[src/loader_pkg.sv]
// Shared constants and packed types for the media loader
// Request and download addresses are MEM_AW_DEF bits wide; modules with a
// different MEM_AW cast at their boundary

package loader_pkg;

	// ======================================================================
	// Address map
	// ======================================================================

	localparam int MEM_AW_DEF = 25;

	typedef logic [MEM_AW_DEF-1:0] ram_addr_t;

	// Cartridge packets are stored from here up
	localparam ram_addr_t CRT_BASE = 25'h100000;

	// Last erase address, plain RAM and RAM plus cartridge RAM area
	localparam ram_addr_t ERASE_TOP_RAM  = 25'h00FFFF;
	localparam ram_addr_t ERASE_TOP_CRAM = 25'h01FFFF;

	// ======================================================================
	// Download index codes
	// ======================================================================

	// Cartridge files use the whole index byte
	localparam logic [7:0] IDX_CRT_A = 8'h05;
	localparam logic [7:0] IDX_CRT_B = 8'hC0;

	// PRG files are matched on the kind field only, subtype 0
	localparam logic [5:0] IDX_KIND_PRG = 6'd4;

	typedef struct packed {
		logic [1:0] subtype;
		logic [5:0] kind;
	} dl_kind_s;

	// Index byte seen either whole or as subtype/kind
	typedef union packed {
		logic [7:0] raw;
		dl_kind_s   k;
	} dl_index_u;

	// ======================================================================
	// Transfer records
	// ======================================================================

	// One strobe from the host download port
	typedef struct packed {
		logic       wr;
		ram_addr_t  addr;
		logic [7:0] data;
	} dl_byte_s;

	// A peer's pending write, held until granted
	typedef struct packed {
		logic       req;
		ram_addr_t  addr;
		logic [7:0] data;
	} mem_req_s;

	typedef struct packed {
		logic [15:0] id;
		logic [7:0]  exrom;
		logic [7:0]  game;
	} cart_info_s;

	// Chip packet header fields plus where its data landed
	typedef struct packed {
		logic [7:0]  bank_type;
		logic [15:0] bank_num;
		logic [15:0] load_addr;
		logic [15:0] size;
		ram_addr_t   ram_addr;
	} bank_rec_s;

endpackage
[src/media_loader_top.sv]
// Media loader: PRG injector, cartridge parser and RAM eraser on one
// memory write port, paced by the machine's I/O slots
// Host must not strobe a byte while ioctl_wait_o is high
`timescale 1ns/1ps

module media_loader_top #(
	parameter int MEM_AW = loader_pkg::MEM_AW_DEF
) (
	input  logic                   clk_sys,
	input  logic                   reset_n,
	input  logic                   dl_active_i,
	input  logic [7:0]             dl_index_i,
	input  loader_pkg::dl_byte_s   dl_byte_i,
	input  logic                   io_cycle_i,
	input  logic                   erase_start_i,
	output logic                   mem_we_o,
	output logic [MEM_AW-1:0]      mem_addr_o,
	output logic [7:0]             mem_data_o,
	output logic                   ioctl_wait_o,
	output logic                   prg_start_o,
	output loader_pkg::cart_info_s cart_o,
	output loader_pkg::bank_rec_s  bank_o,
	output logic                   bank_wr_o,
	output logic                   cart_attached_o,
	output logic                   erasing_o
);

	loader_pkg::mem_req_s erase_req;
	loader_pkg::mem_req_s prg_req;
	loader_pkg::mem_req_s crt_req;
	logic                 erase_gnt;
	logic                 prg_gnt;
	logic                 crt_gnt;
	logic                 cram_clear;

	load_arbiter #(.MEM_AW(MEM_AW)) arbiter_i (
		.clk_sys(clk_sys), .reset_n(reset_n), .io_cycle_i(io_cycle_i),
		.erase_req_i(erase_req), .prg_req_i(prg_req), .crt_req_i(crt_req),
		.erase_gnt_o(erase_gnt), .prg_gnt_o(prg_gnt), .crt_gnt_o(crt_gnt),
		.mem_we_o(mem_we_o), .mem_addr_o(mem_addr_o), .mem_data_o(mem_data_o),
		.ioctl_wait_o(ioctl_wait_o)
	);

	prg_injector #(.MEM_AW(MEM_AW)) prg_i (
		.clk_sys(clk_sys), .reset_n(reset_n), .dl_active_i(dl_active_i),
		.dl_index_i(dl_index_i), .dl_byte_i(dl_byte_i), .gnt_i(prg_gnt),
		.req_o(prg_req), .prg_start_o(prg_start_o)
	);

	// Parser raises the cartridge RAM clear for the next erase
	crt_parser #(.MEM_AW(MEM_AW)) crt_i (
		.clk_sys(clk_sys), .reset_n(reset_n), .dl_active_i(dl_active_i),
		.dl_index_i(dl_index_i), .dl_byte_i(dl_byte_i), .gnt_i(crt_gnt),
		.req_o(crt_req), .cart_o(cart_o), .bank_o(bank_o), .bank_wr_o(bank_wr_o),
		.cart_attached_o(cart_attached_o), .cram_clear_o(cram_clear)
	);

	ram_eraser #(.MEM_AW(MEM_AW)) eraser_i (
		.clk_sys(clk_sys), .reset_n(reset_n), .erase_start_i(erase_start_i),
		.cram_clear_i(cram_clear), .gnt_i(erase_gnt),
		.req_o(erase_req), .erasing_o(erasing_o)
	);

endmodule

[src/ram_eraser.sv]
// Fills RAM with the power-on pattern, every byte is address bit 6 repeated
// Top is 0xFFFF, or 0x1FFFF for the erase that follows a cartridge load
`timescale 1ns/1ps

module ram_eraser #(
	parameter int MEM_AW = loader_pkg::MEM_AW_DEF
) (
	input  logic                 clk_sys,
	input  logic                 reset_n,
	input  logic                 erase_start_i,
	input  logic                 cram_clear_i,
	input  logic                 gnt_i,
	output loader_pkg::mem_req_s req_o,
	output logic                 erasing_o
);

	logic [MEM_AW-1:0] cur_addr;
	logic [MEM_AW-1:0] top_addr;
	logic              cram_pend;
	logic              at_top;

	assign at_top = (cur_addr == top_addr);

	// Request stays up for the whole walk
	always_comb begin
		req_o.req  = erasing_o;
		req_o.addr = loader_pkg::ram_addr_t'(cur_addr);
		req_o.data = {8{cur_addr[6]}};
	end

	always_ff @(posedge clk_sys) begin
		if (!reset_n) begin
			erasing_o <= 1'b0;
			cram_pend <= 1'b0;
		end else begin
			if (cram_clear_i) begin
				cram_pend <= 1'b1;
			end
			if (erase_start_i && !erasing_o) begin
				erasing_o <= 1'b1;
				cur_addr  <= '0;
				top_addr  <= cram_pend ? MEM_AW'(loader_pkg::ERASE_TOP_CRAM) :
					MEM_AW'(loader_pkg::ERASE_TOP_RAM);
			end
			if (gnt_i) begin
				if (at_top) begin
					erasing_o <= 1'b0;
					if (top_addr == MEM_AW'(loader_pkg::ERASE_TOP_CRAM) && !cram_clear_i) begin
						cram_pend <= 1'b0;
					end
				end else begin
					cur_addr <= cur_addr + 1'b1;
				end
			end
		end
	end

endmodule

[src/crt_parser.sv]
// Cartridge image parser: file header, chip packets, bank records
// Packet data goes from CRT_BASE up, each packet starting on an 8 KB boundary
// Packet lengths under 16 bytes are not supported
`timescale 1ns/1ps

module crt_parser #(
	parameter int MEM_AW = loader_pkg::MEM_AW_DEF
) (
	input  logic                   clk_sys,
	input  logic                   reset_n,
	input  logic                   dl_active_i,
	input  loader_pkg::dl_index_u  dl_index_i,
	input  loader_pkg::dl_byte_s   dl_byte_i,
	input  logic                   gnt_i,
	output loader_pkg::mem_req_s   req_o,
	output loader_pkg::cart_info_s cart_o,
	output loader_pkg::bank_rec_s  bank_o,
	output logic                   bank_wr_o,
	output logic                   cart_attached_o,
	output logic                   cram_clear_o
);

	logic              sel_crt;
	logic              crt_wr;
	logic              crt_dl;
	logic              dl_active_d;
	logic [MEM_AW-1:0] wr_addr;
	logic [31:0]       blk_len;
	logic [3:0]        hdr_cnt;
	logic [7:0]        din;

	assign sel_crt = (dl_index_i.raw == loader_pkg::IDX_CRT_A) ||
		(dl_index_i.raw == loader_pkg::IDX_CRT_B);
	assign crt_wr = dl_active_i & dl_byte_i.wr & sel_crt;
	assign din    = dl_byte_i.data;

	always_ff @(posedge clk_sys) begin
		if (!reset_n) begin
			req_o.req       <= 1'b0;
			bank_wr_o       <= 1'b0;
			cart_attached_o <= 1'b0;
			cram_clear_o    <= 1'b0;
			crt_dl          <= 1'b0;
			dl_active_d     <= 1'b0;
			hdr_cnt         <= 4'd0;
		end else begin
			dl_active_d  <= dl_active_i;
			bank_wr_o    <= 1'b0;
			cram_clear_o <= 1'b0;
			if (dl_active_i) begin
				crt_dl <= sel_crt;
			end

			if (gnt_i) begin
				req_o.req <= 1'b0;
				wr_addr   <= wr_addr + 1'b1;
			end

			// ==============================================================
			// File header
			// ==============================================================
			if (crt_wr) begin
				if (dl_byte_i.addr == 'h0) begin
					wr_addr <= MEM_AW'(loader_pkg::CRT_BASE);
					blk_len <= 32'd0;
					hdr_cnt <= 4'd0;
				end
				if (dl_byte_i.addr == 'h16) cart_o.id[15:8] <= din;
				if (dl_byte_i.addr == 'h17) cart_o.id[7:0]  <= din;
				if (dl_byte_i.addr == 'h18) cart_o.exrom    <= din;
				if (dl_byte_i.addr == 'h19) cart_o.game     <= din;

				// ==========================================================
				// Chip packets
				// ==========================================================
				if (dl_byte_i.addr >= 'h40) begin
					if (blk_len == 32'd0 && hdr_cnt == 4'd0) begin
						// First header byte, move to the next 8 KB boundary
						hdr_cnt <= 4'd1;
						if (wr_addr[12:0] != 13'd0) begin
							wr_addr <= {wr_addr[MEM_AW-1:13] + 1'b1, 13'd0};
						end
					end else if (hdr_cnt != 4'd0) begin
						hdr_cnt <= hdr_cnt + 1'b1;
						case (hdr_cnt)
							4'd4:  blk_len[31:24] <= din;
							4'd5:  blk_len[23:16] <= din;
							4'd6:  blk_len[15:8]  <= din;
							4'd7:  blk_len[7:0]   <= din;
							// Length field counts the 16 header bytes too
							4'd8:  blk_len <= blk_len - 32'd16;
							4'd9:  bank_o.bank_type <= din;
							4'd10: bank_o.bank_num[15:8] <= din;
							4'd11: bank_o.bank_num[7:0]  <= din;
							4'd12: bank_o.load_addr[15:8] <= din;
							4'd13: bank_o.load_addr[7:0]  <= din;
							4'd14: bank_o.size[15:8] <= din;
							4'd15: begin
								bank_o.size[7:0] <= din;
								bank_o.ram_addr  <= loader_pkg::ram_addr_t'(wr_addr);
								bank_wr_o        <= 1'b1;
							end
							default: ;
						endcase
					end else begin
						blk_len    <= blk_len - 1'b1;
						req_o.req  <= 1'b1;
						req_o.addr <= loader_pkg::ram_addr_t'(wr_addr);
						req_o.data <= din;
					end
				end
			end

			// Attach state follows the download edges
			if (dl_active_i && !dl_active_d && sel_crt) begin
				cart_attached_o <= 1'b0;
			end
			if (!dl_active_i && dl_active_d && crt_dl) begin
				cart_attached_o <= 1'b1;
				cram_clear_o    <= 1'b1;
			end
		end
	end

endmodule

[src/prg_injector.sv]
// Loads a PRG image at the address in its first two bytes
// After the download, patches the BASIC pointers in zero page and pulses
// prg_start_o; the load address is 16 bits, upper address bits are zero
`timescale 1ns/1ps

module prg_injector #(
	parameter int MEM_AW = loader_pkg::MEM_AW_DEF
) (
	input  logic                  clk_sys,
	input  logic                  reset_n,
	input  logic                  dl_active_i,
	input  loader_pkg::dl_index_u dl_index_i,
	input  loader_pkg::dl_byte_s  dl_byte_i,
	input  logic                  gnt_i,
	output loader_pkg::mem_req_s  req_o,
	output logic                  prg_start_o
);

	logic              sel_prg;
	logic              data_wr;
	logic              prg_dl;
	logic              dl_active_d;
	logic [MEM_AW-1:0] wr_addr;
	logic [15:0]       start_ptr;
	logic [15:0]       end_ptr;
	logic              patching;
	logic              req_patch;
	logic [8:0]        patch_addr;
	logic              patch_end;
	logic              ptr_hit;
	logic [7:0]        ptr_val;

	assign sel_prg = (dl_index_i.k.kind == loader_pkg::IDX_KIND_PRG) &&
		(dl_index_i.k.subtype == 2'd0);
	assign data_wr   = dl_active_i & dl_byte_i.wr & sel_prg;
	assign patch_end = patching & ~req_o.req & patch_addr[8];

	// BASIC pointer table
	always_comb begin
		ptr_hit = 1'b1;
		case (patch_addr[7:0])
			8'h2B, 8'hAC:               ptr_val = start_ptr[7:0];
			8'h2C, 8'hAD:               ptr_val = start_ptr[15:8];
			8'h2D, 8'h2F, 8'h31, 8'hAE: ptr_val = end_ptr[7:0];
			8'h2E, 8'h30, 8'h32, 8'hAF: ptr_val = end_ptr[15:8];
			default: begin
				ptr_hit = 1'b0;
				ptr_val = 8'h00;
			end
		endcase
	end

	always_ff @(posedge clk_sys) begin
		if (!reset_n) begin
			req_o.req   <= 1'b0;
			req_patch   <= 1'b0;
			patching    <= 1'b0;
			prg_dl      <= 1'b0;
			dl_active_d <= 1'b0;
			prg_start_o <= 1'b0;
		end else begin
			dl_active_d <= dl_active_i;
			prg_start_o <= patch_end;
			if (dl_active_i) begin
				prg_dl <= sel_prg;
			end

			// Grant retires the pending write
			if (gnt_i) begin
				req_o.req <= 1'b0;
				if (req_patch) begin
					patch_addr <= patch_addr + 1'b1;
				end else begin
					wr_addr <= wr_addr + 1'b1;
				end
			end

			// ==============================================================
			// Download bytes
			// ==============================================================
			if (data_wr) begin
				if (dl_byte_i.addr == 'h0) begin
					wr_addr        <= MEM_AW'(dl_byte_i.data);
					start_ptr[7:0] <= dl_byte_i.data;
					end_ptr[7:0]   <= dl_byte_i.data;
				end else if (dl_byte_i.addr == 'h1) begin
					wr_addr[15:8]   <= dl_byte_i.data;
					start_ptr[15:8] <= dl_byte_i.data;
					end_ptr[15:8]   <= dl_byte_i.data;
				end else begin
					req_o.req  <= 1'b1;
					req_patch  <= 1'b0;
					req_o.addr <= loader_pkg::ram_addr_t'(wr_addr);
					req_o.data <= dl_byte_i.data;
					end_ptr    <= end_ptr + 1'b1;
				end
			end

			// ==============================================================
			// Zero page patch pass
			// ==============================================================
			if (dl_active_d && !dl_active_i && prg_dl) begin
				patching   <= 1'b1;
				patch_addr <= 9'd0;
			end

			// Last data write must drain before the pass moves
			if (patching && !req_o.req) begin
				if (patch_addr[8]) begin
					patching <= 1'b0;
				end else if (ptr_hit) begin
					req_o.req  <= 1'b1;
					req_patch  <= 1'b1;
					req_o.addr <= loader_pkg::ram_addr_t'(patch_addr);
					req_o.data <= ptr_val;
				end else begin
					patch_addr <= patch_addr + 1'b1;
				end
			end
		end
	end

endmodule

[src/load_arbiter.sv]
// Shares the single memory write port among the loader peers
// One write per I/O slot; a slot starts on the falling edge of io_cycle_i
// Fixed priority, eraser first, then PRG injector, then cartridge parser
`timescale 1ns/1ps

module load_arbiter #(
	parameter int MEM_AW = loader_pkg::MEM_AW_DEF
) (
	input  logic                 clk_sys,
	input  logic                 reset_n,
	input  logic                 io_cycle_i,
	input  loader_pkg::mem_req_s erase_req_i,
	input  loader_pkg::mem_req_s prg_req_i,
	input  loader_pkg::mem_req_s crt_req_i,
	output logic                 erase_gnt_o,
	output logic                 prg_gnt_o,
	output logic                 crt_gnt_o,
	output logic                 mem_we_o,
	output logic [MEM_AW-1:0]    mem_addr_o,
	output logic [7:0]           mem_data_o,
	output logic                 ioctl_wait_o
);

	logic                 io_cycle_d;
	logic                 slot_start;
	logic                 pick_erase;
	logic                 pick_prg;
	logic                 pick_crt;
	loader_pkg::mem_req_s sel_req;

	assign slot_start = io_cycle_d & ~io_cycle_i;

	// Priority select
	always_comb begin
		pick_erase = erase_req_i.req;
		pick_prg   = prg_req_i.req & ~erase_req_i.req;
		pick_crt   = crt_req_i.req & ~erase_req_i.req & ~prg_req_i.req;
		sel_req    = '0;
		if (pick_erase) begin
			sel_req = erase_req_i;
		end else if (pick_prg) begin
			sel_req = prg_req_i;
		end else if (pick_crt) begin
			sel_req = crt_req_i;
		end
	end

	// Write strobe and grants land in the cycle after the slot start
	always_ff @(posedge clk_sys) begin
		if (!reset_n) begin
			io_cycle_d  <= 1'b0;
			mem_we_o    <= 1'b0;
			erase_gnt_o <= 1'b0;
			prg_gnt_o   <= 1'b0;
			crt_gnt_o   <= 1'b0;
		end else begin
			io_cycle_d  <= io_cycle_i;
			mem_we_o    <= slot_start & sel_req.req;
			erase_gnt_o <= slot_start & pick_erase;
			prg_gnt_o   <= slot_start & pick_prg;
			crt_gnt_o   <= slot_start & pick_crt;
		end
	end

	always_ff @(posedge clk_sys) begin
		if (slot_start && sel_req.req) begin
			mem_addr_o <= MEM_AW'(sel_req.addr);
			mem_data_o <= sel_req.data;
		end
	end

	// Host must hold off while a download byte is still unwritten
	assign ioctl_wait_o = prg_req_i.req | crt_req_i.req;

endmodule

[config.mk]
export PLATFORM = sky130hd
export DESIGN_NAME = media_loader_top
export DESIGN_NICKNAME = d
export VERILOG_FILES = /design/src/loader_pkg.sv /design/src/media_loader_top.sv /design/src/ram_eraser.sv /design/src/crt_parser.sv /design/src/prg_injector.sv /design/src/load_arbiter.sv
export SDC_FILE = /design/constraint.sdc
export NUM_CORES = 1
export LEC_CHECK = 0
export BUFFER_PORTS_ARGS = -buffer_cell sky130_fd_sc_hd__buf_2
export CAP_MARGIN = 5
export CORE_MARGIN = 3
export CORE_UTILIZATION = 50
export DETAILED_ROUTE_END_ITERATION = 6
export PLACE_DENSITY = 0.76
export SLEW_MARGIN = 40
export SYNTH_ARGS = -nofsm -noshare
export SYNTH_HDL_FRONTEND = slang
export SYNTH_HIERARCHICAL = 1
export SYNTH_SLANG_ARGS = --single-unit
[constraint.sdc]
create_clock -name clk_sys -period 4.8 [get_ports clk_sys]
set_input_delay 0.96 -clock clk_sys [delete_from_list [all_inputs] [get_ports clk_sys]]
set_output_delay 0.96 -clock clk_sys [all_outputs]
set_load 0.05 [all_outputs]
# After elaboration in Yosys (flattened, before gate mapping)
# Index checks and enable logic that the tools add are counted.
# classes
add_sub_neg	9
n_lt_le_gt_ge	1
n_eq_ne	35
muxes	75
n_bitwise	23
reduce_logical	48
# ops
op	count
$mux 34	13
$mux 25	12
$mux 32	4
$eq 25x5->1 const B	4
$add 25x1->25 const B	3
$eq 8x6->1 const B	8
$pmux 8 s2	4
$mux 9	7
$mux 8	6
$reduce_and 6->1	7
$eq 8x8->1 const B	5
$eq 4x4->1 const B	8
$logic_not 32->1	1
$pmux 8 s4	1
$sub 32x1->32 const B	1
$sub 32x5->32 const B	1
$eq 25x1->1 const B	1
$eq 25x17->1 const B	1
$eq 25x25->1	1
$ge 25x7->1 const B	1
$logic_not 25->1	1
$mux 1	23
$reduce_and 3->1	7
$mux 17	1
other kinds (27)	70
# word_totals
regBits	407
in_bits	47
output_inout_bits	152
word_cells	238

# Longest topological paths before layout
# logic_depth
word_depth	7
depth_mapped	9
mapped_depth_nobuf	8

# Hierarchy
# Netlist, hierarchy kept.
# modules_own_cells
module	instances	cells_each	area_per_inst_um2	seq_area_each_um2
crt_parser	1	729	9504.1	6296.0
prg_injector	1	544	5594.1	3093.0
load_arbiter	1	199	2134.5	1091.0
ram_eraser	1	182	1864.3	820.8

# Least setup slack after synthesis
# OpenSTA, ideal clock, no wires.
# synth_timing
path_type	input-to-reg
start	in dl_index_i[7]
end	reg crt_i/req_o[0] in the netlist's numbering, enable pin
setup_ns	0.464
arrival_ns	4.002
t_required_ns	4.336
slack_ns	0.333
cell_stages	5
n_path_buf	0
cell_sequence	nor4bb_1 > o211ai_1 > nor2_1 > nand2_1 > nor3_1
# synth_between
elab_chain_cells	4
elab_cells_between_ends	5
cone_classes	eq/ne (2); bitwise (1); reduce/logical (2)
# synth_lines
item	line	source
start, declared	media_loader_top.sv:12	input logic [7:0] dl_index_i,
$eq 8x3->1 / $eq 8x8->1 (equally long branches)	crt_parser.sv:32, crt_parser.sv:33	
$logic_or 1x1->1 *	crt_parser.sv:32	assign sel_crt = (dl_index_i.raw == loader_pkg::IDX_CRT_A) ||
$and 1x1->1 *	crt_parser.sv:34	assign crt_wr = dl_active_i & dl_byte_i.wr & sel_crt;
$reduce_and 5->1 (no line) *	--	
end, declared	crt_parser.sv:15	output loader_pkg::mem_req_s req_o,
# Every way passes the cells marked *; elsewhere a longest branch is shown, timed or not.
# A chain may end at the register's enable or synchronous reset.

# Worst setup path after layout
# layout_timing
start	reg crt_i.blk_len[0]
end	reg crt_i.blk_len[8] (data pin)
# layout_between
elab_chain_cells	5
elab_cells_between_ends	8
cone_classes	add/sub (2); mux (4); reduce/logical (2)
# layout_lines
item	line	source
start, declared	crt_parser.sv:28	logic [31:0] blk_len;
start signal, assigned	crt_parser.sv:89	4'd7: blk_len[7:0] <= din;
start signal, assigned	crt_parser.sv:91	4'd8: blk_len <= blk_len - 32'd16;
start signal, assigned	crt_parser.sv:106	blk_len <= blk_len - 1'b1;
$sub 32x5->32	crt_parser.sv:91	
$pmux 8 s2	crt_parser.sv:85	case (hdr_cnt)
$mux 32	crt_parser.sv:83	end else if (hdr_cnt != 4'd0) begin
$mux 32 *	crt_parser.sv:77	if (blk_len == 32'd0 && hdr_cnt == 4'd0) begin
$mux 32 *	crt_parser.sv:76	if (dl_byte_i.addr >= 'h40) begin
# Marks and branches as above.

==> results.md <==
- Run status: complete, but fails checks
- Failing checks: design-rule violations
- CP max stage delay: roughly 0.63 ns
- Die Width: between 200 and 250 µm
- Synthesized flop and latch total: approximately 380
- EDFF count, synth: between 300 and 400
- Crit Path Category: reg2reg
- Crit-path max FO: 27
- WL final: around 50 mm
- CTS sink count: between 300 and 400
- I/O Pins: roughly 200
- Post-Layout Cell Count: approximately 2400
- Pin count of the biggest net entering global routing: around 120
- Die Ht: between 200 and 250 µm
- Worst hold start: eraser_i/cram_pend
- Minimum clock period: approximately 3.5 ns
- Worst-skew pair later-pin latency: 0.57 ns
- Achievable Freq: a little under 300 MHz
- Synth Cell Area: 0.0191 mm²
- H-tree levels: 2
- DRC errors left: 3
- NumNets Final: roughly 1900
- Routability cong.: 0.936
- P per Cell Area: 337 mW/mm²
- RSZ-0062 raised after global routing: no
- Via count: about 15000
- Pleak: 7.61 nW
- Worst-path clk slew: about 0.060 ns
- Top-area cell type share of the netlist area: a little under three fifths
- Vias in the first global route: ~14000
- Startpoint Class: flip-flop
- Ys flop type: edfxtp_1
- Final setup violation count: 0
- Setup TNS: 0 ns
- TritonCTS buffer count: between 40 and 50
- DRT antenna net count: 0
- Distinct cells, synth: 94
- WP data arrival: around 3.8 ns
- Starting density of the core: 51.4%
- CTS max path bufs: 3
- Ant. Diodes: 0
- Synth area leaders: edfxtp_1, a21oi_1, nand2_1
- Worst hold-check path type: reg2reg
- Max-cap violations: 0
- Initial antenna violation count: 0
- Max Slew Vio Count: 0
- FILL cells: roughly 3000
- Cell taking the most area after synthesis: edfxtp_1
- Max Clock Skew: about 0.035 ns
- Final Cycle Share: a little under three quarters
- Syn nets: between 1500 and 2000
- Mean Syn Cell Area: between 10 and 15 µm²
- Port bufs: between 150 and 200
- Total track usage: about 25%
- Root Buffer: clkbuf_16
- Critical path, cell by cell: inv_1 > ha_1 > nor3b_2 > nand3_2 > or4_4 > o21ai_4 > nor2_1 > a221o_1
- Utilization after layout: 58.6%
- Drt pass-1 iters: 7
- Ys Warns: 6
- Hold_buf cts: 0
- Detailed placement HPWL: about 34 mm
- Most frequent cell after synthesis: edfxtp_1
- CP max stage cell: o21ai_4
- Cell count after synthesis: 1654
- Crit path required time: 5.12 ns
- Critical Path Start: crt_i/blk_len[0]
- DRT iter0 DRCs: approximately 1700
- Total power: between 7 and 8 mW
- Endpoints failing hold: 0
- Top post-synthesis cells by count: edfxtp_1, nand2_1, a21oi_1
- Post-CTS setup buffer count: 0
- Worst-margin pin slew: between 0.8 and 0.9 ns
- Post_cts resized: 0
- Via/cell ratio: ~6.2
- FFs w/ async S/R, synth: 0%
- Worst R2R Start: crt_i/blk_len[0]
- GRT overflow: 0
- Crit end category: flip-flop
- First-pass GRT wire length: 79.9 mm
- Synth-to-layout area growth: 14.0%
- Wire per inst: around 22 µm
- Core area: 0.0371 mm²
- Die area: about 0.041 mm²
- CTS tree: built
- Top delay family on crit path: simple AND/OR/NAND/NOR gates
- Worst VDD drop: a little under 0.3 mV
- WP buf/inv: 1
- Worst slew margin: around 45%
- Seq/Total Area, Yosys: 59.2%
- Num rows: 70
- Placed insts: ~2300
- Fraction of layout cells with a size suffix above 1: a little under a fifth
[cell type report]
type	count	area [µm²]	share of cell area [%]
Clock buffer	54	1160	5.31
Sequential cell	384	11300	51.9
Inverter	39	146	0.672
Clock inverter	21	203	0.931
Multi-Input combinational cell	1138	7170	32.9
Tap cell	504	631	2.90
Timing Repair Buffer	219	1160	5.34
[cells by family after synthesis]
family                   count (synthesis)  share of synthesized area, %
AND/OR/NAND/NOR                        670                          19.7
XOR/XNOR                                73                          3.35
multiplexers                            13                         0.701
adder cells (fa/ha/maj)                 16                          1.05
flip-flops                             384                          59.2
buffers and inverters                  132                          3.51
AO/OA/AOI/OAI                          366                          12.5
[power by group]
part	total, mW	internal [mW]	switching, mW	leakage (nW)
Sequential	3.83	3.74	0.0929	3.51
Clock	3.19	1.87	1.32	0.659
Combinational	0.308	0.108	0.200	3.44
Total	7.33	5.71	1.62	7.61
[registers in the layout (all words and copies together), names as in the netlist, 4 cells and up]
name	cells
crt_i/bank_o	81
crt_i/req_o	34
prg_i/req_o	34
crt_i/blk_len	32
crt_i/cart_o	32
arbiter_i/mem_addr_o	25
crt_i/wr_addr	25
eraser_i/cur_addr	25
prg_i/wr_addr	25
prg_i/end_ptr	16
prg_i/start_ptr	16
prg_i/patch_addr	9
arbiter_i/mem_data_o	8
crt_i/hdr_cnt	4
[path summary, 6_finish.rpt]
kind,endpoint,slack [ns],depth (start not counted)
max,crt_i/blk_len[8],1.34,8
min,eraser_i/top_addr[16],0.43,0
max reg2reg,crt_i/blk_len[8],1.34,8
min reg2reg,eraser_i/top_addr[16],0.43,0
[worst reg2reg max path, delay by kind of cell (launching register included)]
| kind | cells | cell delay, ns |
|---|---|---|
| AO/OA/AOI/OAI | 2 | 0.99 |
| flip-flops | 1 | 0.44 |
| adder cells (fa/ha/maj) | 1 | 0.21 |
| buffers and inverters | 1 | 0.12 |
| AND/OR/NAND/NOR | 4 | 1.46 |
[per-stage QoR]
stage	hold WS, ns	setup WS (ns)	instance area [µm²]
final	0.426	1.34	21800
after global routing	0.459	1.19	21800
after CTS	0.429	1.42	21800
after detailed placement	0.412	1.29	20400
after global placement	0.406	1.33	20400
after floorplan	0.402	0.333	19100
[layout by cell type, fill, tap and decap left out, types with 43 or more instances in the layout]
master,netlist,layout
nand3_1,68,68
a21oi_1,138,138
nor3_1,49,48
nor2b_1,45,44
o21ai_0,61,61
edfxtp_1,361,361
xor2_1,44,44
nand2_1,142,142
buf_2,26,197
clkbuf_16,0,43
nor2_1,102,100
[layer usage]
layer | track usage (%) | wire length (µm)
met1 | 34.1 | 20600
met2 | 40.0 | 24600
met3 | 4.00 | 4370
met4 | 8.02 | 1670
met5 | 0 | 0
(Power assumes the default switching activity.)
